===== config.mk =====
export PLATFORM = sky130hd
export DESIGN_NAME = burst_engine
export DESIGN_NICKNAME = d
export VERILOG_FILES = /design/src/hdl/feat_req_pkg.sv /design/src/hdl/mem_geom_pkg.sv /design/src/hdl/burst_engine.sv
export SDC_FILE = /design/constraint.sdc
export NUM_CORES = 2
export LEC_CHECK = 0
export BUFFER_PORTS_ARGS = -buffer_cell sky130_fd_sc_hd__buf_2
export CAP_MARGIN = 10
export CORE_MARGIN = 2
export CORE_UTILIZATION = 48
export CTS_CLUSTER_SIZE = 24
export DETAILED_ROUTE_END_ITERATION = 10
export PLACE_DENSITY = 0.66
export SLEW_MARGIN = 20
export SYNTH_ARGS = -nofsm -noshare
export SYNTH_HDL_FRONTEND = slang
export SYNTH_SLANG_ARGS = --single-unit

===== constraint.sdc =====
create_clock -name clk -period 49 [get_ports clk]
set_clock_uncertainty 0.1 [all_clocks]
set_input_delay 9.8 -clock clk [delete_from_list [all_inputs] [get_ports clk]]
set_output_delay 9.8 -clock clk [all_outputs]
set_load 0.02 [all_outputs]

===== src/hdl/feat_req_pkg.sv =====
package feat_req_pkg;

    // ================================================
    // host request fields
    // ================================================
    localparam int TAG_W = 16;

    // host tags responses itself, no ordering implied
    typedef logic [TAG_W-1:0] tag_t;

    // feature aligned word address, lane bits above the beat bits
    localparam int HOST_AW = 12;

    typedef logic [HOST_AW-1:0] host_addr_t;

endpackage


===== src/hdl/mem_geom_pkg.sv =====
package mem_geom_pkg;

    // ================================================
    // bank word and feature geometry
    // ================================================
    localparam int BUS_W          = 32;
    localparam int WORDS_PER_FEAT = 8;
    localparam int FEAT_W         = BUS_W * WORDS_PER_FEAT;
    localparam int BEAT_IDX_W     = 3;

    // word address inside one bank
    localparam int BANK_AW = 10;

    typedef logic [BUS_W-1:0] word_t;

    // word 0 sits in the low bits
    typedef logic [FEAT_W-1:0] feat_t;

    typedef logic [BEAT_IDX_W-1:0] beat_idx_t;
    typedef logic [BANK_AW-1:0]    bank_addr_t;

endpackage


===== src/hdl/burst_engine.sv =====
module burst_engine #(
    parameter int REQ_DEPTH  = 2,
    parameter int META_DEPTH = 16,
    parameter int BEAT_DEPTH = 16
) (
    input  logic                     clk,
    input  logic                     rst,

    input  logic                     req_valid,
    output logic                     req_ready,
    input  logic                     req_is_wr,
    input  mem_geom_pkg::feat_t      req_wdata,
    input  feat_req_pkg::tag_t       req_tag,
    input  mem_geom_pkg::bank_addr_t req_addr,

    output logic                     mem_req_valid,
    input  logic                     mem_req_ready,
    output logic                     mem_req_is_wr,
    output mem_geom_pkg::bank_addr_t mem_req_addr,
    output mem_geom_pkg::word_t      mem_req_wdata,

    input  logic                     mem_rvalid,
    input  mem_geom_pkg::word_t      mem_rdata,

    output logic                     beat_valid,
    input  logic                     beat_ready,
    output mem_geom_pkg::word_t      beat_data,
    output feat_req_pkg::tag_t       beat_tag,
    output mem_geom_pkg::beat_idx_t  beat_idx
);
    import mem_geom_pkg::*;
    import feat_req_pkg::*;

    localparam int RQ_PW = $clog2(REQ_DEPTH);
    localparam int MQ_PW = $clog2(META_DEPTH);
    localparam int BQ_PW = $clog2(BEAT_DEPTH);

    // ================================================
    // request queue and current slot
    // ================================================
    logic       rq_is_wr [REQ_DEPTH];
    tag_t       rq_tag   [REQ_DEPTH];
    bank_addr_t rq_addr  [REQ_DEPTH];
    feat_t      rq_data  [REQ_DEPTH];
    logic [RQ_PW-1:0]               rq_wptr;
    logic [RQ_PW-1:0]               rq_rptr;
    logic [$clog2(REQ_DEPTH+1)-1:0] rq_cnt;

    logic       cur_valid;
    logic       cur_is_wr;
    tag_t       cur_tag;
    bank_addr_t cur_addr;
    feat_t      cur_data;
    beat_idx_t  cur_beat;

    logic rq_push;
    logic cur_load;
    logic cmd_fire;
    logic last_fire;
    logic rd_credit;

    assign req_ready = rq_cnt < REQ_DEPTH;
    assign rq_push   = req_valid && req_ready;
    assign cmd_fire  = mem_req_valid && mem_req_ready;
    assign last_fire = cmd_fire && (cur_beat == beat_idx_t'(WORDS_PER_FEAT - 1));
    // next request moves in as the last word goes out
    assign cur_load  = (!cur_valid || last_fire) && (rq_cnt != 0);

    always_ff @(posedge clk) begin
        if (rq_push) begin
            rq_is_wr[rq_wptr] <= req_is_wr;
            rq_tag[rq_wptr]   <= req_tag;
            rq_addr[rq_wptr]  <= req_addr;
            rq_data[rq_wptr]  <= req_wdata;
        end
        if (cur_load) begin
            cur_is_wr <= rq_is_wr[rq_rptr];
            cur_tag   <= rq_tag[rq_rptr];
            cur_addr  <= rq_addr[rq_rptr];
            cur_data  <= rq_data[rq_rptr];
        end
    end

    always_ff @(posedge clk) begin
        if (rst) begin
            rq_wptr   <= '0;
            rq_rptr   <= '0;
            rq_cnt    <= '0;
            cur_valid <= 1'b0;
            cur_beat  <= '0;
        end else begin
            if (rq_push) begin
                rq_wptr <= (rq_wptr == RQ_PW'(REQ_DEPTH - 1)) ? '0 : rq_wptr + 1'b1;
            end
            if (cur_load) begin
                rq_rptr   <= (rq_rptr == RQ_PW'(REQ_DEPTH - 1)) ? '0 : rq_rptr + 1'b1;
                cur_valid <= 1'b1;
                cur_beat  <= '0;
            end else if (cmd_fire) begin
                // last word retires the slot
                if (last_fire) begin
                    cur_valid <= 1'b0;
                end
                cur_beat <= cur_beat + 1'b1;
            end
            if (rq_push && !cur_load) begin
                rq_cnt <= rq_cnt + 1'b1;
            end else if (!rq_push && cur_load) begin
                rq_cnt <= rq_cnt - 1'b1;
            end
        end
    end

    // ================================================
    // word commands
    // ================================================
    assign mem_req_valid = cur_valid && (cur_is_wr || rd_credit);
    assign mem_req_is_wr = cur_is_wr;
    assign mem_req_addr  = cur_addr + bank_addr_t'(cur_beat);
    assign mem_req_wdata = cur_data[cur_beat*BUS_W +: BUS_W];

    // ================================================
    // read metadata and beat queue
    // ================================================
    tag_t      mq_tag [META_DEPTH];
    beat_idx_t mq_idx [META_DEPTH];
    logic [MQ_PW-1:0]                mq_wptr;
    logic [MQ_PW-1:0]                mq_rptr;
    logic [$clog2(META_DEPTH+1)-1:0] mq_cnt;

    word_t     bq_data [BEAT_DEPTH];
    tag_t      bq_tag  [BEAT_DEPTH];
    beat_idx_t bq_idx  [BEAT_DEPTH];
    logic [BQ_PW-1:0]                bq_wptr;
    logic [BQ_PW-1:0]                bq_rptr;
    logic [$clog2(BEAT_DEPTH+1)-1:0] bq_cnt;

    logic mq_push;
    logic bq_pop;

    // every read in flight or queued needs a beat slot, so a return never stalls
    assign rd_credit = (mq_cnt != META_DEPTH) && (int'(mq_cnt) + int'(bq_cnt) < BEAT_DEPTH);
    assign mq_push   = cmd_fire && !cur_is_wr;
    assign bq_pop    = beat_valid && beat_ready;

    always_ff @(posedge clk) begin
        if (mq_push) begin
            mq_tag[mq_wptr] <= cur_tag;
            mq_idx[mq_wptr] <= cur_beat;
        end
        // returning word meets its metadata here
        if (mem_rvalid) begin
            bq_data[bq_wptr] <= mem_rdata;
            bq_tag[bq_wptr]  <= mq_tag[mq_rptr];
            bq_idx[bq_wptr]  <= mq_idx[mq_rptr];
        end
    end

    always_ff @(posedge clk) begin
        if (rst) begin
            mq_wptr <= '0;
            mq_rptr <= '0;
            mq_cnt  <= '0;
            bq_wptr <= '0;
            bq_rptr <= '0;
            bq_cnt  <= '0;
        end else begin
            if (mq_push) begin
                mq_wptr <= (mq_wptr == MQ_PW'(META_DEPTH - 1)) ? '0 : mq_wptr + 1'b1;
            end
            if (mem_rvalid) begin
                mq_rptr <= (mq_rptr == MQ_PW'(META_DEPTH - 1)) ? '0 : mq_rptr + 1'b1;
                bq_wptr <= (bq_wptr == BQ_PW'(BEAT_DEPTH - 1)) ? '0 : bq_wptr + 1'b1;
            end
            if (bq_pop) begin
                bq_rptr <= (bq_rptr == BQ_PW'(BEAT_DEPTH - 1)) ? '0 : bq_rptr + 1'b1;
            end
            if (mq_push && !mem_rvalid) begin
                mq_cnt <= mq_cnt + 1'b1;
            end else if (!mq_push && mem_rvalid) begin
                mq_cnt <= mq_cnt - 1'b1;
            end
            if (mem_rvalid && !bq_pop) begin
                bq_cnt <= bq_cnt + 1'b1;
            end else if (!mem_rvalid && bq_pop) begin
                bq_cnt <= bq_cnt - 1'b1;
            end
        end
    end

    assign beat_valid = bq_cnt != 0;
    assign beat_data  = bq_data[bq_rptr];
    assign beat_tag   = bq_tag[bq_rptr];
    assign beat_idx   = bq_idx[bq_rptr];

endmodule


==> results.ini <==
[worst_setup_path]
slowest_stage=dfxtp_4
reg2reg_to=cur_data[99]
rr_worst_depth=7
path_max_fanout=70
endpoint_kind=output pin
cp.required_ns=39.10
r2r-start=bq_cnt[4]
path_cells=buf_4, buf_4, mux4_2, mux4_2, buf_2
critical_path.startpoint_type=flop
cp.depth=5
cp.arrival_ns=4.89
cp_top_family=buffers and inverters
path_class=flop to output pin
rrSetupSlack_ns=44.57
critPathBufInv=3
cp_slowest_stage_delay_ns=0.99

[finish]
layout_common_cells=edfxtp_1 (1969), buf_2 (417), mux4_2 (414)
nNetsFinal=4020
num-fill-cells=11500
drive_gt1_share_pct=39.2
syn2layout_area_growth_pct=14.7
postLayoutCellArea_sq_um=86400
fin_cells=5904
layout_commonest_cell=edfxtp_1

[logic_synthesis]
synth_top_cell_by_area=edfxtp_1
async_reset_ff_share_pct=0
yosysSeqAreaShare_pct=79.6
synth_fp_nets=3492
synth_seq_cells=2011
postSynthAreaPerCell_sq_um=24.0
synthCells=3140
synth_area_sq_um=75300
yosysWarningCount=0
ys_types=51
synth_edf_count=1969
synthFlopType=edfxtp_1
yosys.area.top_type_share_pct=78.5
ys_top_cells_by_area=edfxtp_1 (78%), mux4_2 (12%), mux2_2 (4.7%)

[cts]
cts_buffers=197
postCtsSetupBuffers=0
cts_htree_levels=4
cts_tree=done
clk_path_buf_depth=3
clkTransAtPathRegs_ns=0.06
root_buffer=clkbuf_16
cts_resized=0
cts.sinks=2011
holdBufCountCts=0
clk_latency_ns=0.83

[route]
vias=33100
post_drt_wl_per_cell_microns=25.7
remaining_drc_errors=0
postRouteAntennaNets=0
dr.first_iter.drc_count=2986
drt-vias-per-instance=5.60
routed_wl_mm=152
drt_first_pass_iters=7

[timing]
maxSlewHeadroom_pct=24.1
timing.final.crit_share_pct=30.2
setup_violations=0
finalCriticalPeriod_ns=14.79
tns_ns=0
drv_slew=0
timing.fmax_mhz=67.6
setup_ws_ns=34.21
tightest_slew_ns=1.14
rsz0062_at_grt=no
hold_viol_final=0

[global_route]
grt_first_pass_wirelength_mm=221
grt.overflow.total=0
grt_max_degree=174
first_global_vias=34100
grt_use_total_pct=18.9
antenna_found_initial=69

[status]
status=complete, no violations

[place]
portBuffers=417
gp_congestion=0.735
dp.final_hpwl_mm=81.8
placed_cells=5527
post_dp_cell_area_sq_um=79900
pre_cts_slack_ns=34.93

[die]
coreArea_sq_um=156000
die_w_microns=400
rows=145
initial_core_util_pct=48.3
io_pins=418
die_h_microns=400
die-area_sq_um=160000

[min_path]
hold_depth=2
hold_class=flop to flop
hp-start=mq_rptr[3]

[power_and_ir_drop]
vdd_drop_max_v=0.0000429
p_leak_nw=27.7
p_per_area_nw_per_um2=52.1

[job]
drv_cap=0

==> per-layer routing <==
layer,part of all wire (%),track usage (%),up-vias
li1,-,-,14300
met4,2.1,5.00,102
met1,40,24.9,17300
met2,49,30.6,1044
met5,0.42,0,-
met3,8.1,6.11,316
==> cell type report <==
type / instances / area (sq um) / share of cell area, %
Antenna cell: 14 / 35.0 / 0.0406
Clock buffer: 242 / 5120 / 5.93
Clock inverter: 121 / 1370 / 1.59
Inverter: 18 / 67.6 / 0.0782
Multi-Input combinational cell: 974 / 14700 / 17.0
Sequential cell: 2011 / 60000 / 69.5
Tap cell: 2058 / 2570 / 2.98
Timing Repair Buffer: 466 / 2520 / 2.92
==> worst max path at each step <==
| stage | from | end | slack (ns) |
|---|---|---|---|
| CTS | flop | beat_data[9] | 34.02 |
| finish | flop | beat_data[9] | 34.21 |
| floorplan | req_valid | rq_addr[0][0] | 25.48 |
| global placement | flop | beat_data[9] | 34.96 |
| global route | flop | beat_data[4] | 33.77 |
| detailed placement | flop | beat_data[9] | 34.93 |
==> cell usage after synthesis, types with 3 or more instances <==
| master | count |
|---|---|
| a211o_1 | 3 |
| a21o_1 | 8 |
| a21oi_1 | 24 |
| a311oi_1 | 4 |
| and2_1 | 19 |
| and3_1 | 19 |
| buf_1 | 20 |
| buf_2 | 16 |
| buf_4 | 12 |
| buf_6 | 13 |
| clkbuf_1 | 76 |
| dfxtp_1 | 42 |
| edfxtp_1 | 1969 |
| fa_1 | 3 |
| ha_1 | 28 |
| inv_1 | 18 |
| mux2_2 | 317 |
| mux2i_1 | 7 |
| mux4_2 | 414 |
| nand2_1 | 12 |
| nand3_1 | 10 |
| nor2_1 | 31 |
| nor2b_1 | 6 |
| nor3_1 | 5 |
| nor3b_1 | 3 |
| o211ai_1 | 5 |
| o21ai_0 | 6 |
| or3_1 | 3 |
| xnor2_1 | 9 |
| xor2_1 | 12 |
==> flip-flops by register name, indices dropped and copies added, names as in the netlist, 4 cells and up, named ones only <==
register	count
mq_wptr	4
mq_cnt	5
mq_idx	48
bq_rptr	4
rq_addr	20
bq_cnt	5
cur_tag	16
bq_data	512
rq_data	512
cur_data	256
cur_addr	10
mq_rptr	4
bq_idx	48
mq_tag	256
bq_wptr	4
rq_tag	32
bq_tag	256
==> logic make-up after synthesis <==
family	Yosys count	share of synthesized area, %
and+or+nand+nor	121	0.864
AOI/OAI and AO/OA	63	0.553
DFF	2011	79.6
adders and majority gates	31	0.545
xor gates and xnor gates	21	0.244
muxes	738	17.2
buffers and inverters	155	0.988
==> power breakdown <==
group	leakage, nW	total, W	switching (W)	internal [W]
Sequential	18.4	0.00229	0.000102	0.00218
Clock	3.13	0.00150	0.000637	0.000868
Combinational	6.15	0.000713	0.000374	0.000339
==> worst reg2reg max path, stage by stage, from the launching register on <==
cell and delay (ns):
dfxtp_1 0.52, ha_1 0.30, or3_4 0.40, a22oi_1 0.61, a31oi_1 0.33, nor2_4 0.14, buf_4 0.69, buf_12 0.64
==> metrics by stage <==
step	hold WS, ns	total power [W]	utilization (%)
4_1_cts	0.408	0.00455	55.3
6_report	0.397	0.00450	55.4
2_1_floorplan	0.373	0.00290	-
3_5_place_dp	0.410	0.00305	51.2
5_1_grt	0.440	0.00468	55.4
3_3_place_gp	0.393	0.00303	51.2
Power figures use the tool's default switching activity.
