$ cat src/hdl/feat_req_pkg.sv
package feat_req_pkg;

    // ================================================
    // host request fields
    // ================================================
    localparam int TAG_W = 16;

    // host tags responses itself, no ordering implied
    typedef logic [TAG_W-1:0] tag_t;

    // feature aligned word address, lane bits above the beat bits
    localparam int HOST_AW = 12;

    typedef logic [HOST_AW-1:0] host_addr_t;

endpackage

$ cat src/hdl/mem_geom_pkg.sv
package mem_geom_pkg;

    // ================================================
    // bank word and feature geometry
    // ================================================
    localparam int BUS_W          = 32;
    localparam int WORDS_PER_FEAT = 8;
    localparam int FEAT_W         = BUS_W * WORDS_PER_FEAT;
    localparam int BEAT_IDX_W     = 3;

    // word address inside one bank
    localparam int BANK_AW = 10;

    typedef logic [BUS_W-1:0] word_t;

    // word 0 sits in the low bits
    typedef logic [FEAT_W-1:0] feat_t;

    typedef logic [BEAT_IDX_W-1:0] beat_idx_t;
    typedef logic [BANK_AW-1:0]    bank_addr_t;

endpackage

$ cat src/hdl/req_dispatch.sv
module req_dispatch #(
    parameter int NUM_LANES = 4
) (
    input  logic                     clk,
    input  logic                     rst,

    input  logic                     req_valid,
    output logic                     req_ready,
    input  logic                     req_is_wr,
    input  mem_geom_pkg::feat_t      req_wdata,
    input  feat_req_pkg::tag_t       req_tag,
    input  feat_req_pkg::host_addr_t req_addr,

    output logic [NUM_LANES-1:0]     lane_req_valid,
    input  logic [NUM_LANES-1:0]     lane_req_ready,
    output logic                     lane_req_is_wr,
    output mem_geom_pkg::feat_t      lane_req_wdata,
    output feat_req_pkg::tag_t       lane_req_tag,
    output mem_geom_pkg::bank_addr_t lane_req_addr
);
    import mem_geom_pkg::*;
    import feat_req_pkg::*;

    localparam int LANE_W = $clog2(NUM_LANES);

    logic              hold_valid;
    logic [LANE_W-1:0] hold_lane;
    logic              hold_taken;
    logic              req_fire;

    assign hold_taken = hold_valid && lane_req_ready[hold_lane];
    assign req_ready  = !hold_valid || hold_taken;
    assign req_fire   = req_valid && req_ready;

    always_ff @(posedge clk) begin
        if (rst) begin
            hold_valid <= 1'b0;
        end else if (req_fire) begin
            hold_valid <= 1'b1;
        end else if (hold_taken) begin
            hold_valid <= 1'b0;
        end
    end

    // lane bits sit above the beat bits, the rest folds down into the bank
    always_ff @(posedge clk) begin
        if (req_fire) begin
            hold_lane      <= req_addr[BEAT_IDX_W +: LANE_W];
            lane_req_addr  <= bank_addr_t'((req_addr >> (BEAT_IDX_W + LANE_W)) << BEAT_IDX_W);
            lane_req_is_wr <= req_is_wr;
            lane_req_wdata <= req_wdata;
            lane_req_tag   <= req_tag;
        end
    end

    always_comb begin
        lane_req_valid = '0;
        lane_req_valid[hold_lane] = hold_valid;
    end

endmodule

$ cat config.mk
export PLATFORM = sky130hd
export DESIGN_NAME = req_dispatch
export DESIGN_NICKNAME = d
export VERILOG_FILES = /design/src/hdl/feat_req_pkg.sv /design/src/hdl/mem_geom_pkg.sv /design/src/hdl/req_dispatch.sv
export SDC_FILE = /design/constraint.sdc
export NUM_CORES = 1
export LEC_CHECK = 0
export BUFFER_PORTS_ARGS = -buffer_cell sky130_fd_sc_hd__buf_4
export CAP_MARGIN = 20
export CORE_AREA = 2 2 228 230
export DETAILED_ROUTE_END_ITERATION = 6
export DIE_AREA = 0 0 230 232
export HOLD_SLACK_MARGIN = 0.12
export PLACE_DENSITY = 0.37
export SLEW_MARGIN = 20
export SYNTH_ARGS = -nofsm -noshare
export SYNTH_HDL_FRONTEND = slang
export SYNTH_SLANG_ARGS = --single-unit
$ cat constraint.sdc
create_clock -name clk -period 61.6 [get_ports clk]
set_clock_uncertainty 0.1 [all_clocks]
set_input_delay 3.08 -clock clk [delete_from_list [all_inputs] [get_ports clk]]
set_output_delay 3.08 -clock clk [all_outputs]
set_load 0.05 [all_outputs]
==> impl_results.md, run 1 <==
- Status: finished, final reports clean
- Routed WL: 28100 um
- Crit share post-route: 0.116
- Detailed placer's ending HPWL: around 21000 um
- Row cnt: 83
- Post-synthesis xor/xnor area fraction: 0
- Largest net degree at the start of global routing: 172
- Pwr dens: between 30 and 40 nW/um^2
- List of most frequent post-synthesis cells: edfxtp_1, buf_4, and2b_2, mux2i_1, nor2b_1
- Post-Place Setup Slack: 54.43 ns
- Ports: 580
- Post-synth cell types: 16
- WP data arrival: 3.95 ns
- Clk sinks: 283
- Fin Setup TNS: 0 ns
- Part of the power in registers: 0.450
- P_sw: around 140 uW
- Grt total ovfl: 0
- CTS tree: built
- H-tree Lvls: 2
- Initial Utilization: 0.170
- Clk buf depth: 3
- CP peak stage delay: roughly 0.35 ns
- First-pass GRT wire length: around 38000 um
- Sequential element share of the synthesized area: 0.983
- # diodes: 0
- EDFF count, synth: approximately 280
- Area of the multi-input gates: between 100 and 150 sq um
- Post-Syn Area: 8630 sq um
- Area contributors post-synth: edfxtp_1, buf_4, dfxtp_1, mux2i_1, and2b_2
- Crit Path Class: input pin to primary output
- Syn-to-layout area delta: 72.7%
- Port-buffer cells: approximately 570
- Comb power frac: 0.167
- Iter 0 DRT Violations: 212
- # Max-Cap Violations: 0
- Core ar.: 50900 sq um
- GPL Wtd Cong: 0.726
- CP max stage cell: mux2i_1
- Ys async rst share: 0
- Clock transition at path regs: 0.06 ns
- Sw Share: 0.276
- DR pass1 iterations: 5
- Worst hold path class: register to register
- Fin util: 0.293
- Synth Area in Simple Gates: 0.00783
- Synth warn: 0
- Postcts setup bufs: 0
- Mux contribution to synthesized area: 0.00232
- FMAX: about 0.14 GHz
- Synth area leader: edfxtp_1
- Hold buffer count at cts: 0
- Cells after Synth: a little over 300
- Vias in the first global route: 5710
- WL/cell: between 15 and 20 um
- Leakage: around 0.0061 uW
- Vias: 5405
- Compound-Gate Fraction of Synth Area: 0.00304
- Most used flip-flop cell after synthesis: edfxtp_1
- Worst-Skew Late Latency: approximately 0.52 ns
- Most frequent CP cell: buf_4
- Slew HR: 0.252
- CTS Buf Count: 36
- GRT Util Overall: 0.0995
- #FFs+latches synth: roughly 280
- Int Pwr: ~370 uW
- Fillcell total: 5212
- Worst-Margin Slew: about 1.1 ns
- Max-slew violations: 0
- Synth Area in Adders: 0
- Top cell type's share of synthesized area: 0.981
- Fin nets: roughly 1200
- Critical-path cell list: buf_4 > mux2i_1 > a22oi_1 > buf_4
- Setup crit start kind: input pin
- Initial antenna violation count: 1
- Gates resized, CTS repair: 0
- Max rail drop VDD: 20.5 uV
- CTS Root Buffer Type: clkbuf_16
- Setup violators final: 0
- Die Y: 232 um
- Period minus WS final: between 7 and 8 ns
- Cell with the most instances after synthesis: edfxtp_1
- Flip-flop and latch area: about 8500 sq um
- Slack of the critical path: 54.47 ns
- Clk network pwr share: 0.383
- Chip Width: 230 um
- Crit path max fanout: 3
- Endpoints failing hold: 0
- DRC errors left: 0
- Placed cell count: ~1600
- Setup crit end kind: primary output
- Via/cell ratio: 3.34
- Mean Syn Cell Area: around 29 sq um
- Worst endpoint required time: 58.42 ns
- RSZ-0062 raised after global routing: no
- Fin cells: between 1500 and 2000
- Die ar.: between 50000 and 60000 sq um
- R2R setup slack: 58.58 ns
- Routed Antenna Nets: 0
- Layout cells sized above 1: 0.667
- Largest family of logic cells by synthesized area: simple AND/OR/NAND/NOR gates
==> power by group through the flow <==
stage / Combinational (uW) / Sequential (uW) / Clock [uW]
2_1_floorplan: 5.78 / 289 / 0
3_3_place_gp: 87.5 / 236 / 0
3_5_place_dp: 87.4 / 236 / 0
4_1_cts: 87.4 / 232 / 207
5_1_grt: 89.5 / 233 / 213
6_report: 85.9 / 232 / 197
==> layer usage <==
metal | up-vias | share of wire | GRT usage
met3 | 52 | 0.11 | 0.0481
met1 | 2570 | 0.35 | 0.104
met5 | - | 0.00057 | 0
met4 | 2 | 0.030 | 0.0438
li1 | 2452 | - | -
met2 | 329 | 0.51 | 0.169
==> area by class of cell <==
type	count	share of cell area
Inverter	1	0.000252
Sequential cell	283	0.570
Multi-Input combinational cell	17	0.00957
Clock buffer	55	0.0680
Timing Repair Buffer	576	0.291
Tap cell	680	0.0571
Clock inverter	7	0.00462
==> cell families after synthesis <==
logic type | Yosys count
buffers and inverters | 4
AO/OA/AOI/OAI | 3
flip-flops | 283
AND/OR/NAND/NOR | 9
other | 1
multiplexers | 2
==> critical path, delay by kind of cell <==
kind	cells	cell delay, ns
buffers and inverters	2	0.34
muxes	1	0.35
AOI/OAI and AO/OA	1	0.18
==> stage by stage <==
stage / area, sq um / hold WS [ns] / total power (uW)
after detailed placement: 13800 / 0.572 / 323
final: 14900 / 0.572 / 515
after CTS: 14900 / 0.586 / 526
after global placement: 13800 / 0.567 / 323
after floorplan: 8640 / 0.522 / 295
after global routing: 14900 / 0.611 / 536
==> final timing paths <==
check	to	cells after the start	startpoint
setup reg to reg	lane_req_wdata[110]$_DFFE_PP_	4	hold_lane[0]$_DFFE_PP_
hold / removal	hold_valid$_SDFFE_PP0P_	2	hold_valid$_SDFFE_PP0P_
setup / recovery	req_ready	4	lane_req_ready[3]
hold reg to reg	hold_valid$_SDFFE_PP0P_	2	hold_valid$_SDFFE_PP0P_
==> state kept, by name, summed over array words and instances, names as in the netlist <==
name and cells:
lane_req_addr 7, lane_req_tag 16, hold_lane 2, hold_valid 1
lane_req_wdata 256, lane_req_is_wr 1
==> layout by cell type, fill, tap and decap left out, types with 2 or more instances in the layout <==
| cell type | synthesis | layout |
|---|---|---|
| and2b_2 | 2 | 2 |
| buf_4 | 3 | 575 |
| clkbuf_1 | 0 | 16 |
| clkbuf_16 | 0 | 37 |
| clkbuf_8 | 0 | 2 |
| clkinv_2 | 0 | 2 |
| conb_1 | 1 | 3 |
| edfxtp_1 | 282 | 282 |
| inv_6 | 0 | 2 |
| mux2i_1 | 2 | 2 |
| nor2b_1 | 2 | 2 |
(Power assumes the default switching activity.)
==> run 2, diff against run 1 <==
--- a/config.mk
+++ b/config.mk
@@ -5,13 +5,14 @@
 export SDC_FILE = /design/constraint.sdc
 export NUM_CORES = 1
 export LEC_CHECK = 0
+export ABC_AREA = 1
 export BUFFER_PORTS_ARGS = -buffer_cell sky130_fd_sc_hd__buf_4
 export CAP_MARGIN = 20
-export CORE_AREA = 2 2 228 230
+export CORE_AREA = 2 2 223 225
 export DETAILED_ROUTE_END_ITERATION = 6
-export DIE_AREA = 0 0 230 232
+export DIE_AREA = 0 0 225 227
 export HOLD_SLACK_MARGIN = 0.12
-export PLACE_DENSITY = 0.37
+export PLACE_DENSITY = 0.39
 export SLEW_MARGIN = 20
 export SYNTH_ARGS = -nofsm -noshare
 export SYNTH_HDL_FRONTEND = slang
==> constraint.sdc (replaced) <==
create_clock -name clk -period 7 [get_ports clk]
set_clock_uncertainty 0.1 [all_clocks]
set_input_delay 0.35 -clock clk [delete_from_list [all_inputs] [get_ports clk]]
set_output_delay 0.35 -clock clk [all_outputs]
set_load 0.05 [all_outputs]
==> run 2 against run 1 <==
Net effect: count of clock-buffer cells in the layout is 11 lower; critical path depth up 2; area after synthesis down 0.17%; combinational power rose to 10 times the previous value; synthesized cell count is 1.3% higher; clock power rose to 8.9 times the previous value; utilization up 7.2 points; design area rose by 19%; final cell count increased by 14%; setup slack worse by 50 ns; flip-flop and latch count unchanged; first-iteration DRC count increased by 34%; critical path type is now register to register; largest cell class unchanged; highest routed layer is now met4.
==> impl_results.md, run 2 <==
- Status: finished, final reports clean
- Cells after Synth: between 300 and 400
- Detailed placer's ending HPWL: slightly above 20000 um
- Worst setup path startpoint: hold_lane[0]$_DFFE_PP_
- Ports: 580
- Setup violators final: 0
- Area contributors post-synth: edfxtp_1, buf_4, nand2_1, dfxtp_1, nor3_1
- Crit share post-route: 0.322
- List of most frequent post-synthesis cells: edfxtp_1, nand2_1, nor3_1
- First-pass GRT wire length: roughly 42000 um
- Row cnt: 81
- H-tree Lvls: 2
- Most used flip-flop cell after synthesis: edfxtp_1
- Via/cell ratio: 3.49
- Vias in the first global route: roughly 6900
- DR pass1 iterations: 4
- Clock transition at path regs: 0.05 ns
- WP data arrival: approximately 2.3 ns
- Postcts setup bufs: 0
- GRT Util Overall: 0.111
- Most frequent CP cell: nand2_1
- #FFs+latches synth: ~280
- Initial antenna violation count: 3
- Gates resized, CTS repair: 0
- Crit Path Class: register to register
- Port-buffer cells: about 570
- Mean Syn Cell Area: between 20 and 30 sq um
- RR Endpoint: lane_req_wdata[3]$_DFFE_PP_
- Fillcell total: about 4600
- # Max-Cap Violations: 0
- Setup crit start kind: register
- Slew HR: 0.379
- WL/cell: 16.2 um
- Most frequent cells in the layout: buf_4, dlygate4sd3_1, edfxtp_1, clkbuf_16, clkinv_1
- Layout cells sized above 1: 0.513
- RR Startpoint: hold_lane[0]$_DFFE_PP_
- Biggest register: lane_req_wdata
- Fin cells: roughly 1900
- Critical-path cell list: inv_2 > nand2_1 > nand2_1 > nand2_2 > a31oi_4 > buf_12
- Period minus WS final: between 2 and 2.5 ns
- WP buf/inv: 2
- Clk buf depth: 3
- Commonest non-fill, non-tap cell in the layout: buf_4
- Clk sinks: 283
- Placed cell count: about 1500
- FF-to-FF path depth: 6
- Worst endpoint required time: approximately 7.1 ns
- CP peak stage delay: approximately 0.52 ns
- Fin nets: 1494
- Initial Utilization: 0.178
- CTS Root Buffer Type: clkbuf_16
- CTS tree: built
- Vias: 6463
- Fin Setup TNS: 0 ns
- Die Y: approximately 230 um
- Iter 0 DRT Violations: between 200 and 300
- Cell with the most instances after synthesis: edfxtp_1
- Syn-to-layout area delta: 105%
- Leakage: 0.00730 uW
- Synth area leader: edfxtp_1
- Routed WL: roughly 30000 um
- DRC errors left: 0
- FMAX: roughly 0.44 GHz
- Core ar.: slightly below 50000 sq um
- Setup crit end kind: register
- Grt total ovfl: 0
- CP max stage cell: buf_12
- Endpoints failing hold: 0
- Chip Width: approximately 230 um
- Ys async rst share: 0
- Max rail drop VDD: 160 uV
- Crit path max fanout: about 150
- Fin util: 0.365
- Sequential element share of the synthesized area: 0.985
- Worst hold path class: input pin to register
- GPL Wtd Cong: around 0.74
- Synth warn: 0
- CP endpoint: lane_req_wdata[3]$_DFFE_PP_
- Max FFs per register: ~260
- Worst-Margin Slew: 0.932 ns
- Post-synth cell types: 12
- CTS Buf Count: 36
- EDFF count, synth: about 280
- Routed Antenna Nets: 0
- Die ar.: between 50000 and 60000 sq um
- RSZ-0062 raised after global routing: no
- Top cell type's share of synthesized area: 0.983
- Post-Syn Area: 8620 sq um
- Largest registers: lane_req_wdata: 256 flops, lane_req_tag: 16 flops, lane_req_addr: 7 flops
- Worst-Skew Late Latency: between 0.5 and 0.6 ns
- Max-slew violations: 0
- Pwr dens: ~260 nW/um^2
- R2R setup slack: 4.74 ns
- CP top delay family: buffers and inverters
- Crit path depth: 6
- Largest net degree at the start of global routing: ~150
[run 2: worst register-to-register path, delay by kind of cell (launching register included)]
kind | cells | cell delay [ns]
DFF | 1 | 0.45
buffers and inverters | 2 | 0.63
AOI/OAI and AO/OA | 1 | 0.25
and+or+nand+nor | 3 | 0.20
[run 2: cell type report]
| cell class | count | area (sq um) | share of cell area |
|---|---|---|---|
| clock inverters | 21 | 163 | 0.00919 |
| flip-flops and latches | 283 | 8490 | 0.480 |
| inverters | 4 | 15.0 | 0.000848 |
| repair buffers | 859 | 7180 | 0.406 |
| clock buffers | 44 | 952 | 0.0538 |
| multi-input cells | 18 | 114 | 0.00643 |
| diodes | 2 | 5.00 | 0.000283 |
| well taps | 622 | 778 | 0.0440 |
[run 2: per-layer routing]
layer  GRT usage  share of wire
met1       0.117           0.35
met2       0.198           0.53
met3      0.0444          0.095
met4      0.0408          0.026
met5           0              0
[run 2: repair_timing]
item	CTS	global route
setup endpoints to repair	0	0
endpoints found under the hold margin	283	0
hold buffers	284	0
[run 2: stage by stage]
step           instance area (sq um)  hold slack [ns]  total power, uW  worst slack [ns]
5_1_grt                        17700            0.403             4830              4.61
6_report                       17700            0.433             4650              4.74
3_3_place_gp                   13700            0.419             2800              4.75
4_1_cts                        17700            0.375             4740              4.75
2_1_floorplan                   8640            0.312             2500             0.849
3_5_place_dp                   13700            0.417             2800              4.76
[run 2: how the worst min path moves through the flow]
stage | start | end | slack (ns) | cells after the start
4_1_cts | req_wdata[240] | lane_req_wdata[240]$_DFFE_PP_ | 0.38 | 2
6_report | req_wdata[62] | lane_req_wdata[62]$_DFFE_PP_ | 0.43 | 2
5_1_grt | req_wdata[248] | lane_req_wdata[248]$_DFFE_PP_ | 0.40 | 2
2_1_floorplan | rst | hold_valid$_SDFFE_PP0P_ | 0.31 | 1
3_3_place_gp | rst | hold_valid$_SDFFE_PP0P_ | 0.42 | 2
3_5_place_dp | rst | hold_valid$_SDFFE_PP0P_ | 0.42 | 2
[run 2: report_power, final]
part,internal (uW),leakage (uW),switching [uW]
Combinational,334,0.00402,526
Clock,1040,0.000548,711
Sequential,2000,0.00273,31.2
[run 2: cells by family (layout without fill, tap and decap cells)]
kind of cell	Yosys count	in the layout	synth area share
other	1	5	0.000435
AND/OR/NAND/NOR	13	13	0.00842
buffers and inverters	7	928	0.00436
flip-flops	283	283	0.985
AO/OA/AOI/OAI	2	2	0.00174
