## src/hdl/feat_req_pkg.sv

```systemverilog
package feat_req_pkg;

    // ================================================
    // host request fields
    // ================================================
    localparam int TAG_W = 16;

    // host tags responses itself, no ordering implied
    typedef logic [TAG_W-1:0] tag_t;

    // feature aligned word address, lane bits above the beat bits
    localparam int HOST_AW = 12;

    typedef logic [HOST_AW-1:0] host_addr_t;

endpackage

```

## src/hdl/mem_geom_pkg.sv

```systemverilog
package mem_geom_pkg;

    // ================================================
    // bank word and feature geometry
    // ================================================
    localparam int BUS_W          = 32;
    localparam int WORDS_PER_FEAT = 8;
    localparam int FEAT_W         = BUS_W * WORDS_PER_FEAT;
    localparam int BEAT_IDX_W     = 3;

    // word address inside one bank
    localparam int BANK_AW = 10;

    typedef logic [BUS_W-1:0] word_t;

    // word 0 sits in the low bits
    typedef logic [FEAT_W-1:0] feat_t;

    typedef logic [BEAT_IDX_W-1:0] beat_idx_t;
    typedef logic [BANK_AW-1:0]    bank_addr_t;

endpackage

```

## src/hdl/beat_gather.sv

```systemverilog
module beat_gather #(
    parameter int NUM_LANES = 4
) (
    input  logic                    clk,
    input  logic                    rst,

    input  logic [NUM_LANES-1:0]    beat_valid,
    output logic [NUM_LANES-1:0]    beat_ready,
    input  mem_geom_pkg::word_t     beat_data [NUM_LANES],
    input  feat_req_pkg::tag_t      beat_tag  [NUM_LANES],
    input  mem_geom_pkg::beat_idx_t beat_idx  [NUM_LANES],

    output logic                    rsp_valid,
    input  logic                    rsp_ready,
    output mem_geom_pkg::feat_t     rsp_data,
    output feat_req_pkg::tag_t      rsp_tag
);
    import mem_geom_pkg::*;
    import feat_req_pkg::*;

    localparam int LANE_W = $clog2(NUM_LANES);

    feat_t lane_feat [NUM_LANES];
    tag_t  lane_tag  [NUM_LANES];

    logic [NUM_LANES-1:0] lane_done;
    logic [NUM_LANES-1:0] cand_mask;
    logic [LANE_W-1:0]    rr_ptr;
    logic [LANE_W-1:0]    rsp_lane;
    logic [LANE_W-1:0]    pick_lane;
    logic                 pick_found;
    logic                 rsp_fire;
    logic                 rsp_load;

    // a finished lane holds its feature until the host takes it
    assign beat_ready = ~lane_done;
    assign rsp_fire   = rsp_valid && rsp_ready;
    assign rsp_load   = !rsp_valid || rsp_fire;

    // ================================================
    // per lane reassembly
    // ================================================
    always_ff @(posedge clk) begin
        for (int i = 0; i < NUM_LANES; i++) begin
            if (beat_valid[i] && beat_ready[i]) begin
                lane_feat[i][beat_idx[i]*BUS_W +: BUS_W] <= beat_data[i];
                lane_tag[i] <= beat_tag[i];
            end
        end
    end

    always_ff @(posedge clk) begin
        if (rst) begin
            lane_done <= '0;
        end else begin
            for (int i = 0; i < NUM_LANES; i++) begin
                if (beat_valid[i] && beat_ready[i] &&
                    beat_idx[i] == beat_idx_t'(WORDS_PER_FEAT - 1)) begin
                    lane_done[i] <= 1'b1;
                end else if (rsp_fire && rsp_lane == LANE_W'(i)) begin
                    lane_done[i] <= 1'b0;
                end
            end
        end
    end

    // ================================================
    // round robin response
    // ================================================
    always_comb begin
        cand_mask = lane_done;
        if (rsp_valid) begin
            cand_mask[rsp_lane] = 1'b0;
        end
    end

    always_comb begin
        logic [LANE_W-1:0] cand;
        pick_found = 1'b0;
        pick_lane  = '0;
        for (int k = 0; k < NUM_LANES; k++) begin
            cand = rr_ptr + LANE_W'(k);
            if (!pick_found && cand_mask[cand]) begin
                pick_found = 1'b1;
                pick_lane  = cand;
            end
        end
    end

    always_ff @(posedge clk) begin
        if (rst) begin
            rsp_valid <= 1'b0;
            rsp_lane  <= '0;
            rr_ptr    <= '0;
        end else begin
            if (rsp_load) begin
                rsp_valid <= pick_found;
            end
            if (rsp_load && pick_found) begin
                rsp_lane <= pick_lane;
            end
            if (rsp_fire) begin
                rr_ptr <= rsp_lane + 1'b1;
            end
        end
    end

    // the presented lane is done, so its register stays put
    assign rsp_data = lane_feat[rsp_lane];
    assign rsp_tag  = lane_tag[rsp_lane];

endmodule

```

## config.mk

```make
export PLATFORM = sky130hd
export DESIGN_NAME = beat_gather
export DESIGN_NICKNAME = d
export VERILOG_FILES = /design/src/hdl/feat_req_pkg.sv /design/src/hdl/mem_geom_pkg.sv /design/src/hdl/beat_gather.sv
export SDC_FILE = /design/constraint.sdc
export NUM_CORES = 1
export LEC_CHECK = 0
export BUFFER_PORTS_ARGS = -buffer_cell sky130_fd_sc_hd__buf_2
export CAP_MARGIN = 20
export CELL_PAD_IN_SITES_DETAIL_PLACEMENT = 0
export CELL_PAD_IN_SITES_GLOBAL_PLACEMENT = 2
export CORE_MARGIN = 2
export CORE_UTILIZATION = 25
export DETAILED_ROUTE_END_ITERATION = 6
export PLACE_DENSITY_LB_ADDON = 0.15
export SLEW_MARGIN = 20
export SYNTH_ARGS = -nofsm -noshare
export SYNTH_HDL_FRONTEND = slang
export SYNTH_SLANG_ARGS = --single-unit
```

## constraint.sdc

```tcl
create_clock -name clk -period 4.43 [get_ports clk]
set_input_delay 0.2215 -clock clk [delete_from_list [all_inputs] [get_ports clk]]
set_output_delay 0.2215 -clock clk [all_outputs]
set_load 0.05 [all_outputs]
```

==> results of run 1 <==
-- through the flow --
step,hold slack [ns],instance area [um^2],cells
6_report,0.0439,59000,6205
5_1_grt,0.0168,59000,6202
4_1_cts,0.00598,59000,6201
3_5_place_dp,0.400,52800,5762
3_3_place_gp,0.399,52800,5762
2_1_floorplan,0.320,46900,2888
-- cell families after synthesis --
family                   count (synthesis)
multiplexers                           278
adder cells (fa/ha/maj)                 22
AO/OA/AOI/OAI                           32
AND/OR/NAND/NOR                       1254
buffers and inverters                  203
flip-flops                            1099
-- layout make-up --
| type | count | area share |
|---|---|---|
| sequential | 1099 | 0.558 |
| multi-input combinational | 1586 | 0.229 |
| timing repair buffer | 777 | 0.0893 |
| clock buffer | 176 | 0.0617 |
| tap | 2480 | 0.0526 |
| clock inverter | 63 | 0.00845 |
| inverter | 20 | 0.00127 |
| antenna | 4 | 0.000170 |
-- flip-flops by register name, indices dropped and copies added (netlist names), named ones only --
register / count
lane_done: 4
lane_tag: 64
rr_ptr: 2
rsp_valid: 1
lane_feat: 1024
rsp_lane: 2
-- routing by layer --
| metal | vias up | share of wire | global-route usage |
|---|---|---|---|
| met5 | - | 0.00016 | 0 |
| met4 | 6 | 0.020 | 0.0472 |
| met3 | 187 | 0.035 | 0.0258 |
| met2 | 730 | 0.55 | 0.385 |
| met1 | 15000 | 0.40 | 0.248 |
| li1 | 12200 | - | - |
-- repair_timing --
item | in CTS | in global routing
hold endpoints to repair | 695 | 0
hold buffers | 200 | 0
resized for setup | 0 | 0
-- layout by cell type (no fill, tap or decap), types with 7 or more instances in the layout --
cell           instances
and2_1               601
and2_2                 7
buf_12                12
buf_2                487
buf_4                 78
clkbuf_1              36
clkbuf_16            140
clkinv_1              30
clkinv_2              17
dfxtp_1                9
dlygate4sd3_1        200
edfxtp_1            1088
ha_1                  22
inv_1                 20
mux4_2               272
nand2_1              126
nor2_1               435
nor2_4                14
nor3_1                 9
nor3_2                22
-- worst reg2reg max path: stages (launching register included) --
cell and delay (ns):
dfxtp_1 0.34, inv_1 0.13, nand2_1 0.47, inv_1 0.48
and2_2 0.50, buf_12 0.27
-- power by group through the flow --
stage	clock network [uW]	registers [uW]	logic [uW]
CTS	10900	11800	3290
global placement	0	12000	3140
detailed placement	0	12000	3140
finish	10600	11800	3180
global route	11300	11800	3350
floorplan	0	11900	1770
-- worst paths after layout --
kind	from	endpoint	slack [ns]	cells past startpoint
worst max-delay path	flip-flop	rsp_data[127]	1.18	3
worst min-delay path	beat_data[10]	lane_feat[3][202]$_DFFE_PP_	0.04	2
worst max register to register	lane_done[3]$_SDFFE_PP0P_	lane_feat[3][23]$_DFFE_PP_	1.88	5
worst min register to register	rsp_lane[0]$_SDFFE_PP0P_	rr_ptr[0]$_SDFFE_PP0P_	0.54	1
-- synth_stat cells (all sizes together), types with 3 or more instances --
master | instances | area, um^2
a31oi | 5 | 31.3
edfxtp | 1088 | 32700
a21oi | 3 | 15.0
or2 | 5 | 31.3
buf | 54 | 287
nor3 | 34 | 198
nor2 | 453 | 1700
or3 | 4 | 30.0
nor2b | 3 | 18.8
mux2 | 4 | 56.3
ha | 22 | 275
a211oi | 3 | 22.5
inv | 20 | 75.1
clkbuf | 129 | 489
a311oi | 3 | 26.3
nand3b | 3 | 22.5
nand2b | 5 | 31.3
a221oi | 3 | 56.3
mux4 | 272 | 6130
dfxtp | 11 | 220
and2 | 608 | 3800
nand3 | 5 | 25.0
nand2 | 128 | 480
==> key figures, run 1 <==
Run status
  • Status: completed

Synthesis
  • Warnings, synthesis: 0
  • XOR/XNOR Fraction of Synth Area: 0
  • Synth Cell Area: 0.0469 mm^2
  • Largest family of logic cells by synthesized area: simple AND/OR/NAND/NOR gates
  • Simple-gate share of the synthesized area: 0.136
  • Post-synth EDFFs: 1088
  • Synth cell types: 52
  • Post-synth top flop: edfxtp_1
  • Synthesized-area fraction occupied by adder cells: 0.00587
  • Syn_area_per_cell: 16.2 um^2
  • Post-Syn Instances: 2888
  • Synth Area in Compound Gates: 0.00621
  • Register bit count reported by yosys: ~1100
  • Post-synthesis mux area share: 0.132
  • FFs w/ async S/R, synth: 0
  • Post-synth net total: 3121
  • Seq/Total Area, Yosys: 0.701

Floorplanning
  • Core Area: 0.186 mm^2
  • Die height: between 400 and 500 um
  • Initial core utilization: 0.252
  • IO Count: 488
  • Row count: between 150 and 200
  • Die ar.: 0.191 mm^2
  • Die W: 437 um

Timing
  • RSZ-0062 raised after global routing: no
  • Peak Freq: roughly 300 MHz
  • Setup TNS: 0 ns
  • Slew at the pin with the worst max-slew slack: 1.10 ns
  • Max Slew Vio Count: 0
  • Max_slew headroom: 0.263
  • Final hold violation count: 0
  • Final worst-path setup slack: 1.18 ns
  • Skew final: around 0.025 ns
  • # setup viols final: 0
  • Minimum clock period: 3.25 ns
  • Tcrit/Tclk final: 0.734

CTS
  • CTS tree: built
  • CTS Sinks: roughly 1100
  • Post-CTS Setup Repair Bufs: 0
  • TritonCTS buffer count: roughly 140
  • H-Tree Depth: 4
  • Clk_lat worst skew: 0.79 ns
  • Root buf cell: clkbuf_16
  • Clock Tree Buf Depth: 3
  • Worst-path clk slew: 0.06 ns

Pwr
  • Comb pwr share: 0.124
  • Seq pwr share: 0.460
  • Final Power: 25600 uW
  • Net load switching power: between 6000 and 7000 uW
  • Switching share of power: 0.270
  • Leak: 0.0187 uW
  • Clock share of power: 0.416
  • PwrDens: 434 mW/mm^2
  • IR drop worst, VDD: 0.403 mV
  • Power Internal: roughly 19000 uW

Routing
  • Residual DRC count: 0
  • Routed wire per std cell: about 32 um
  • Routed WL: 198000 um
  • DRT iter0 DRCs: 2020
  • Vias: 28100
  • Antenna viol nets, final: 0
  • DR vias/cell: 4.52
  • Drt first pass iters: 5

Final layout
  • FF+latch area: roughly 0.033 mm^2
  • Area of the multi-input gates: 0.0135 mm^2
  • Layout Utilization: 0.317
  • Area Growth Syn to Fin: 25.7%
  • Fillers: 18200
  • Fraction of layout cells with a size suffix above 1: 0.296
  • Post-layout nets: between 3000 and 4000

GRT
  • Grt ovf: 0
  • Initial antenna violation count: 20
  • Pin count of the biggest net entering global routing: between 60 and 70
  • Vias in the first global route: just under 30000
  • First-pass GRT wire length: 267000 um
  • GRT Total Usage: 0.205

Worst setup path
  • WS Path Type: flip-flop to output pin
  • Worst path bufs/invs: 2
  • Critical path fanouts, max: 36
  • Type of origin of the critical path: flip-flop
  • Crit path max-delay family: flip-flops
  • CP required: 4.21 ns
  • Crit. End Element: output pin
  • CP arrival: 3.03 ns
  • Crit-path slowest cell: dfxtp_4
  • CP max stage delay: 0.85 ns
  • Crit-path cells: buf_12 > mux4_2 > buf_2

Job
  • MaxCap Viol Count: 0

Hold path
  • Min-Delay Path Class: input pin to flip-flop

Placed design
  • Dpl hpwl: 133000 um
  • I/O Buffers: 487
  • RePlAce Congestion: 0.771
  • Pre-CTS setup slack: 0.959 ns
Note: power is estimated with default switching activity, not from simulation.
==> run 2, diff against run 1 <==
==> constraint.sdc (replaced) <==
create_clock -name clk -period 2.7 [get_ports clk]
set_input_delay 0.135 -clock clk [delete_from_list [all_inputs] [get_ports clk]]
set_output_delay 0.135 -clock clk [all_outputs]
set_load 0.05 [all_outputs]
==> key figures, run 2 (synthesis results as in run 1) <==
Run status
  • Status: completed (unchanged)

Floorplanning
  • Die ar.: 0.191 mm^2 (unchanged)
  • Core Area: 0.186 mm^2 (unchanged)
  • IO Count: 488 (unchanged)
  • Die W: 437 um (unchanged)
  • Row count: 158 (unchanged)
  • Die height: 437 um (unchanged)
  • Initial core utilization: 0.252 (unchanged)

Timing
  • Slew at the pin with the worst max-slew slack: 0.963 ns (was 1.10 ns)
  • Minimum clock period: 2.68 ns
  • Max_slew headroom: 0.353 (was 0.263)
  • # setup viols final: 0 (unchanged)
  • Final hold violation count: 0 (unchanged)
  • Peak Freq: 373 MHz
  • Max Slew Vio Count: 0 (unchanged)
  • Tcrit/Tclk final: 0.993
  • Skew final: 0.0318 ns (was 0.0251 ns)
  • RSZ-0062 raised after global routing: yes (was no)

Final layout
  • Post-layout nets: 3938 (was 3852)
  • Max reg flops: 1024 (unchanged)
  • Finished Layout Cells: 6282 (was 6205)
  • Most common cell after layout, fill and taps aside: edfxtp_1 (unchanged)
  • Area Growth Syn to Fin: 32.7% (was 25.7%)
  • Most frequent cells in the layout: edfxtp_1 (1088), and2_1 (601), nor2_1 (435), buf_2 (277), mux4_2 (272) (was edfxtp_1 (1088), and2_1 (601), buf_2 (487), nor2_1 (435), mux4_2 (272))
  • Fraction of layout cells with a size suffix above 1: 0.312 (was 0.296)

CTS
  • Root buf cell: clkbuf_16 (unchanged)
  • CTS Sinks: 1099 (unchanged)
  • CTS tree: built (unchanged)
  • Clk_lat worst skew: 0.79 ns (about the same)
  • Clock Tree Buf Depth: 3 (unchanged)
  • TritonCTS buffer count: 135 (unchanged)
  • Worst-path clk slew: 0.06 ns (about the same)
  • H-Tree Depth: 4 (unchanged)

GRT
  • Vias in the first global route: 30100 (was 29600)
  • Initial antenna violation count: 16 (was 20)
  • Top Usage Layer GRT: met2 (unchanged)
  • Met3 usage: 0.0266 (was 0.0258)
  • Grt ovf: 0 (unchanged)
  • Pin count of the biggest net entering global routing: 48 (was 68)
  • Met1 Use GR: 0.254 (was 0.248)
  • Global routing usage on met2: 0.397 (was 0.385)
  • GRT Total Usage: 0.211 (was 0.205)
  • First-pass GRT wire length: 273000 um (was 267000 um)

Pwr
  • Final Power: 42500 uW (was 25600 uW)
  • PwrDens: 683 mW/mm^2 (was 434 mW/mm^2)
  • Leak: 0.0202 uW (was 0.0187 uW)
  • IR drop worst, VDD: 0.484 mV (was 0.403 mV)

Routing
  • Drt first pass iters: 5 (unchanged)
  • DR vias/cell: 4.55 (was 4.52)
  • Antenna viol nets, final: 0 (unchanged)
  • Routed wire per std cell: 32.4 um (was 31.8 um)
  • Routed WL: 204000 um (was 198000 um)
  • Vias: 28600 (was 28100)
  • Residual DRC count: 0 (unchanged)
  • DRT iter0 DRCs: 2372 (was 2020)

Worst setup path
  • Crit. End Element: output pin (unchanged)
  • CP required: 2.57 ns (was 4.21 ns)
  • CP arrival: 2.55 ns (was 3.03 ns)
  • Type of origin of the critical path: flip-flop (unchanged)
  • Critical path fanouts, max: 7 (was 36)
  • WS Path Type: flip-flop to output pin (unchanged)

Placed design
  • Placed cell count: 5808 (was 5762)
  • RePlAce Congestion: 0.763 (was 0.771)
  • I/O Buffers: 487 (unchanged)
  • Dpl hpwl: 136000 um (was 133000 um)

Hold path
  • Min-Delay Path Class: input pin to flip-flop (unchanged)

Job
  • MaxCap Viol Count: 0 (unchanged)
run 2: final timing paths:
path | cells after the start | slack (ns) | startpoint | endpoint
min | 2 | 0.07 | beat_tag[63] | lane_tag[0][15]$_DFFE_PP_
max | 6 | 0.02 | flip-flop | rsp_data[132]
min reg2reg | 1 | 0.53 | rsp_lane[0]$_SDFFE_PP0P_ | rr_ptr[0]$_SDFFE_PP0P_
max reg2reg | 7 | 0.16 | lane_done[3]$_SDFFE_PP0P_ | lane_done[3]$_SDFFE_PP0P_
run 2: per-layer routing:
| layer | vias to the layer above | share of wire | routed length [um] |
|---|---|---|---|
| li1 | 12300 | - | - |
| met3 | 191 | 0.037 | 7460 |
| met5 | - | 0.000059 | 12 |
| met2 | 823 | 0.55 | 112000 |
| met4 | 2 | 0.022 | 4390 |
| met1 | 15300 | 0.39 | 80400 |
run 2: timing repair:
item	in CTS	in global routing
hold endpoints to repair	896	0
cloned	18	4
hold buffers	204	0
endpoints found under the setup margin	259	112
gates resized for setup	420	35
setup buffers	21	0
run 2: stage by stage:
step / area [um^2] / setup WS (ns) / TNS, ns / util / hold slack [ns]
finish: 62200 / 0.0193 / 0 / 0.335 / 0.0745
global route: 62200 / -0.0534 / -0.681 / 0.335 / 0.0358
CTS: 62200 / -0.0993 / -5.43 / 0.334 / 0.000715
detailed placement: 54000 / 0.247 / 0 / 0.290 / 0.313
global placement: 53900 / 0.00287 / 0 / 0.290 / 0.311
floorplan: 47100 / -0.229 / -28.55 / - / 0.234
run 2: layout make-up:
class	count	area [um^2]
Fill cell	17900	124000
Sequential cell	1099	32900
Multi-Input combinational cell	1586	13600
Timing Repair Buffer	863	8560
Clock buffer	165	3510
Tap cell	2480	3100
Clock inverter	66	520
Inverter	20	75.1
Antenna cell	3	7.51
run 2: power by group:
part | switching, uW | internal (uW)
sequential | 129 | 19100
clock | 7560 | 9580
combinational | 4050 | 2070
total | 11700 | 30800
run 2: worst max-delay path: stages (launching register included):
cell     delay [ns]
dfxtp_4        0.37
buf_12         0.14
buf_16         0.17
buf_12         0.15
buf_16         0.14
mux4_2         0.57
buf_6          0.19
==> run 3, diff against run 2 <==
--- a/config.mk
+++ b/config.mk
@@ -10,7 +10,7 @@
 export CELL_PAD_IN_SITES_DETAIL_PLACEMENT = 0
 export CELL_PAD_IN_SITES_GLOBAL_PLACEMENT = 2
 export CORE_MARGIN = 2
-export CORE_UTILIZATION = 25
+export CORE_UTILIZATION = 39
 export DETAILED_ROUTE_END_ITERATION = 6
 export PLACE_DENSITY_LB_ADDON = 0.15
 export SLEW_MARGIN = 20
==> key figures, run 3 (synthesis results as in run 1) <==
Run status
  • Status: finished with violations (was completed)
  • Failing checks: negative setup slack

Final layout
  • Fraction of layout cells with a size suffix above 1: 0.299 (was 0.312)
  • Post-layout nets: 3874 (was 3938)
  • Most common cell after layout, fill and taps aside: edfxtp_1 (unchanged)
  • Fin area: 0.0588 mm^2 (was 0.0622 mm^2)
  • Area Growth Syn to Fin: 25.4% (was 32.7%)
  • Most frequent cells in the layout: edfxtp_1 (1088), and2_1 (601), nor2_1 (435), buf_2 (434), mux4_2 (272) (was edfxtp_1 (1088), and2_1 (601), nor2_1 (435), buf_2 (277), mux4_2 (272))
  • Max reg flops: 1024 (unchanged)
  • Fillers: 10200 (was 17900)
  • Layout Utilization: 0.492 (was 0.335)

Floorplanning
  • Die W: 351 um (was 437 um)
  • Die ar.: 0.123 mm^2 (was 0.191 mm^2)
  • Die height: 351 um (was 437 um)
  • Core Area: 0.120 mm^2 (was 0.186 mm^2)
  • Initial core utilization: 0.392 (was 0.252)
  • IO Count: 488 (unchanged)
  • Row count: 127 (was 158)

GRT
  • Initial antenna violation count: 22 (was 16)
  • GRT Total Usage: 0.295 (was 0.211)
  • Pin count of the biggest net entering global routing: 62 (was 48)
  • Grt ovf: 0 (unchanged)
  • First-pass GRT wire length: 247000 um (was 273000 um)
  • Vias in the first global route: 30900 (was 30100)

Hold path
  • Min-Delay Path Class: input pin to flip-flop (unchanged)

Worst setup path
  • CP required: 2.57 ns (about the same)
  • Crit-path slowest cell: mux4_2 (unchanged)
  • Type of origin of the critical path: flip-flop (unchanged)
  • Crit. End Element: output pin (unchanged)
  • CP max stage delay: 0.61 ns (was 0.57 ns)
  • Critical path fanouts, max: 20 (was 7)
  • Cell repeated most along the worst path: buf_12
  • WS Path Type: flip-flop to output pin (unchanged)
  • Crit-path cells: buf_12 > buf_12 > buf_12 > mux4_2 > buf_2 (was buf_12 > buf_16 > buf_12 > buf_16 > mux4_2 > buf_6)
  • CP arrival: 2.57 ns (was 2.55 ns)

CTS
  • CTS tree: built (unchanged)
  • Clock Tree Buf Depth: 3 (unchanged)
  • Clk_lat worst skew: 0.71 ns (was 0.79 ns)
  • TritonCTS buffer count: 119 (was 135)
  • Root buf cell: clkbuf_16 (unchanged)
  • H-Tree Depth: 3 (was 4)
  • Worst-path clk slew: 0.06 ns (about the same)
  • CTS Sinks: 1099 (unchanged)

Placed design
  • Placed inst area: 0.0525 mm^2 (was 0.0540 mm^2)
  • Dpl hpwl: 118000 um (was 136000 um)
  • I/O Buffers: 487 (unchanged)
  • Pre-CTS setup slack: 0.346 ns (was 0.247 ns)
  • RePlAce Congestion: 0.885 (was 0.763)

Pwr
  • Comb pwr share: 0.134 (was 0.144)
  • Net load switching power: 10800 uW (was 11700 uW)
  • Leak: 0.0191 uW (was 0.0202 uW)
  • PwrDens: 697 mW/mm^2 (was 683 mW/mm^2)
  • Clock share of power: 0.396 (was 0.403)
  • IR drop worst, VDD: 0.513 mV (was 0.484 mV)
  • Switching share of power: 0.263 (was 0.276)
  • Seq pwr share: 0.470 (was 0.453)
  • Power Internal: 30200 uW (was 30800 uW)
  • Final Power: 41000 uW (was 42500 uW)

Routing
  • Drt first pass iters: 5 (unchanged)
  • DRT iter0 DRCs: 3369 (was 2372)
  • Routed WL: 182000 um (was 204000 um)
  • Routed wire per std cell: 34.0 um (was 32.4 um)
  • Vias: 29800 (was 28600)
  • Residual DRC count: 0 (unchanged)
  • DR vias/cell: 5.56 (was 4.55)
  • Antenna viol nets, final: 0 (unchanged)

Timing
  • Tcrit/Tclk final: 1.00 (was 0.993)
  • Skew final: 0.0203 ns (was 0.0318 ns)
  • RSZ-0062 raised after global routing: yes (unchanged)
  • # setup viols final: 3 (was 0)
  • Slew at the pin with the worst max-slew slack: 0.822 ns (was 0.963 ns)
  • Minimum clock period: 2.71 ns (was 2.68 ns)
  • Peak Freq: 369 MHz (was 373 MHz)
  • Final worst-path setup slack: -0.00787 ns (was 0.0193 ns)
  • Max_slew headroom: 0.449 (was 0.353)
  • Max Slew Vio Count: 0 (unchanged)
  • Final hold violation count: 0 (unchanged)
  • Worst hold slack: 0.114 ns (was 0.0745 ns)

Job
  • MaxCap Viol Count: 0 (unchanged)
==> run 3: power by group through the flow <==
stage	combinational [uW]	clock (uW)	sequential, uW
after floorplan	2950	0	19600
after global placement	5120	0	19600
after detailed placement	5140	0	19700
after CTS	5480	16400	19300
after global routing	5680	17000	19300
final	5490	16200	19300
==> run 3: final cells by class <==
type                            count  area (um^2)  share of cell area
Multi-Input combinational cell   1586        13500               0.230
Tap cell                         1612         2020              0.0343
Inverter                           20         75.1             0.00128
Clock inverter                     63          636              0.0108
Clock buffer                      153         3170              0.0539
Antenna cell                        8         20.0            0.000340
Timing Repair Buffer              815         6480               0.110
Sequential cell                  1099        32900               0.559
==> run 3: metrics by stage <==
| stage | instances | TNS [ns] |
|---|---|---|
| after floorplan | 2888 | -28.55 |
| after global placement | 4924 | 0 |
| after detailed placement | 4924 | 0 |
| after CTS | 5346 | -0.775 |
| after global routing | 5349 | -2.03 |
| final | 5356 | -0.0154 |
==> run 3: worst paths after layout <==
check / from / end / slack, ns / depth (start not counted)
hold reg to reg: rsp_lane[0]$_SDFFE_PP0P_ / rr_ptr[0]$_SDFFE_PP0P_ / 0.51 / 1
setup reg to reg: rr_ptr[0]$_SDFFE_PP0P_ / flip-flop / 0.34 / 4
hold / removal: beat_idx[9] / lane_feat[0][171]$_DFFE_PP_ / 0.11 / 4
setup / recovery: flip-flop / rsp_data[195] / -0.008 / 5
==> run 3: what timing repair did <==
item,CTS,global route
endpoints found under the setup margin,206,98
hold buffers,201,0
setup buffers,4,0
hold endpoints to repair,749,0
resized for setup,81,31
gates cloned,1,2
==> run 3: critical path, delay by kind of cell, from the launching register on <==
kind,cells,cell delay [ns]
muxes,1,0.61
buffers and inverters,4,0.85
DFF,1,0.36
==> run 3: layer usage <==
metal	GRT usage	up-vias	part of all wire
met2	0.512	1519	0.50
met3	0.0494	316	0.080
met5	0	-	0.00032
li1	-	12200	-
met1	0.367	15700	0.37
met4	0.120	10	0.044
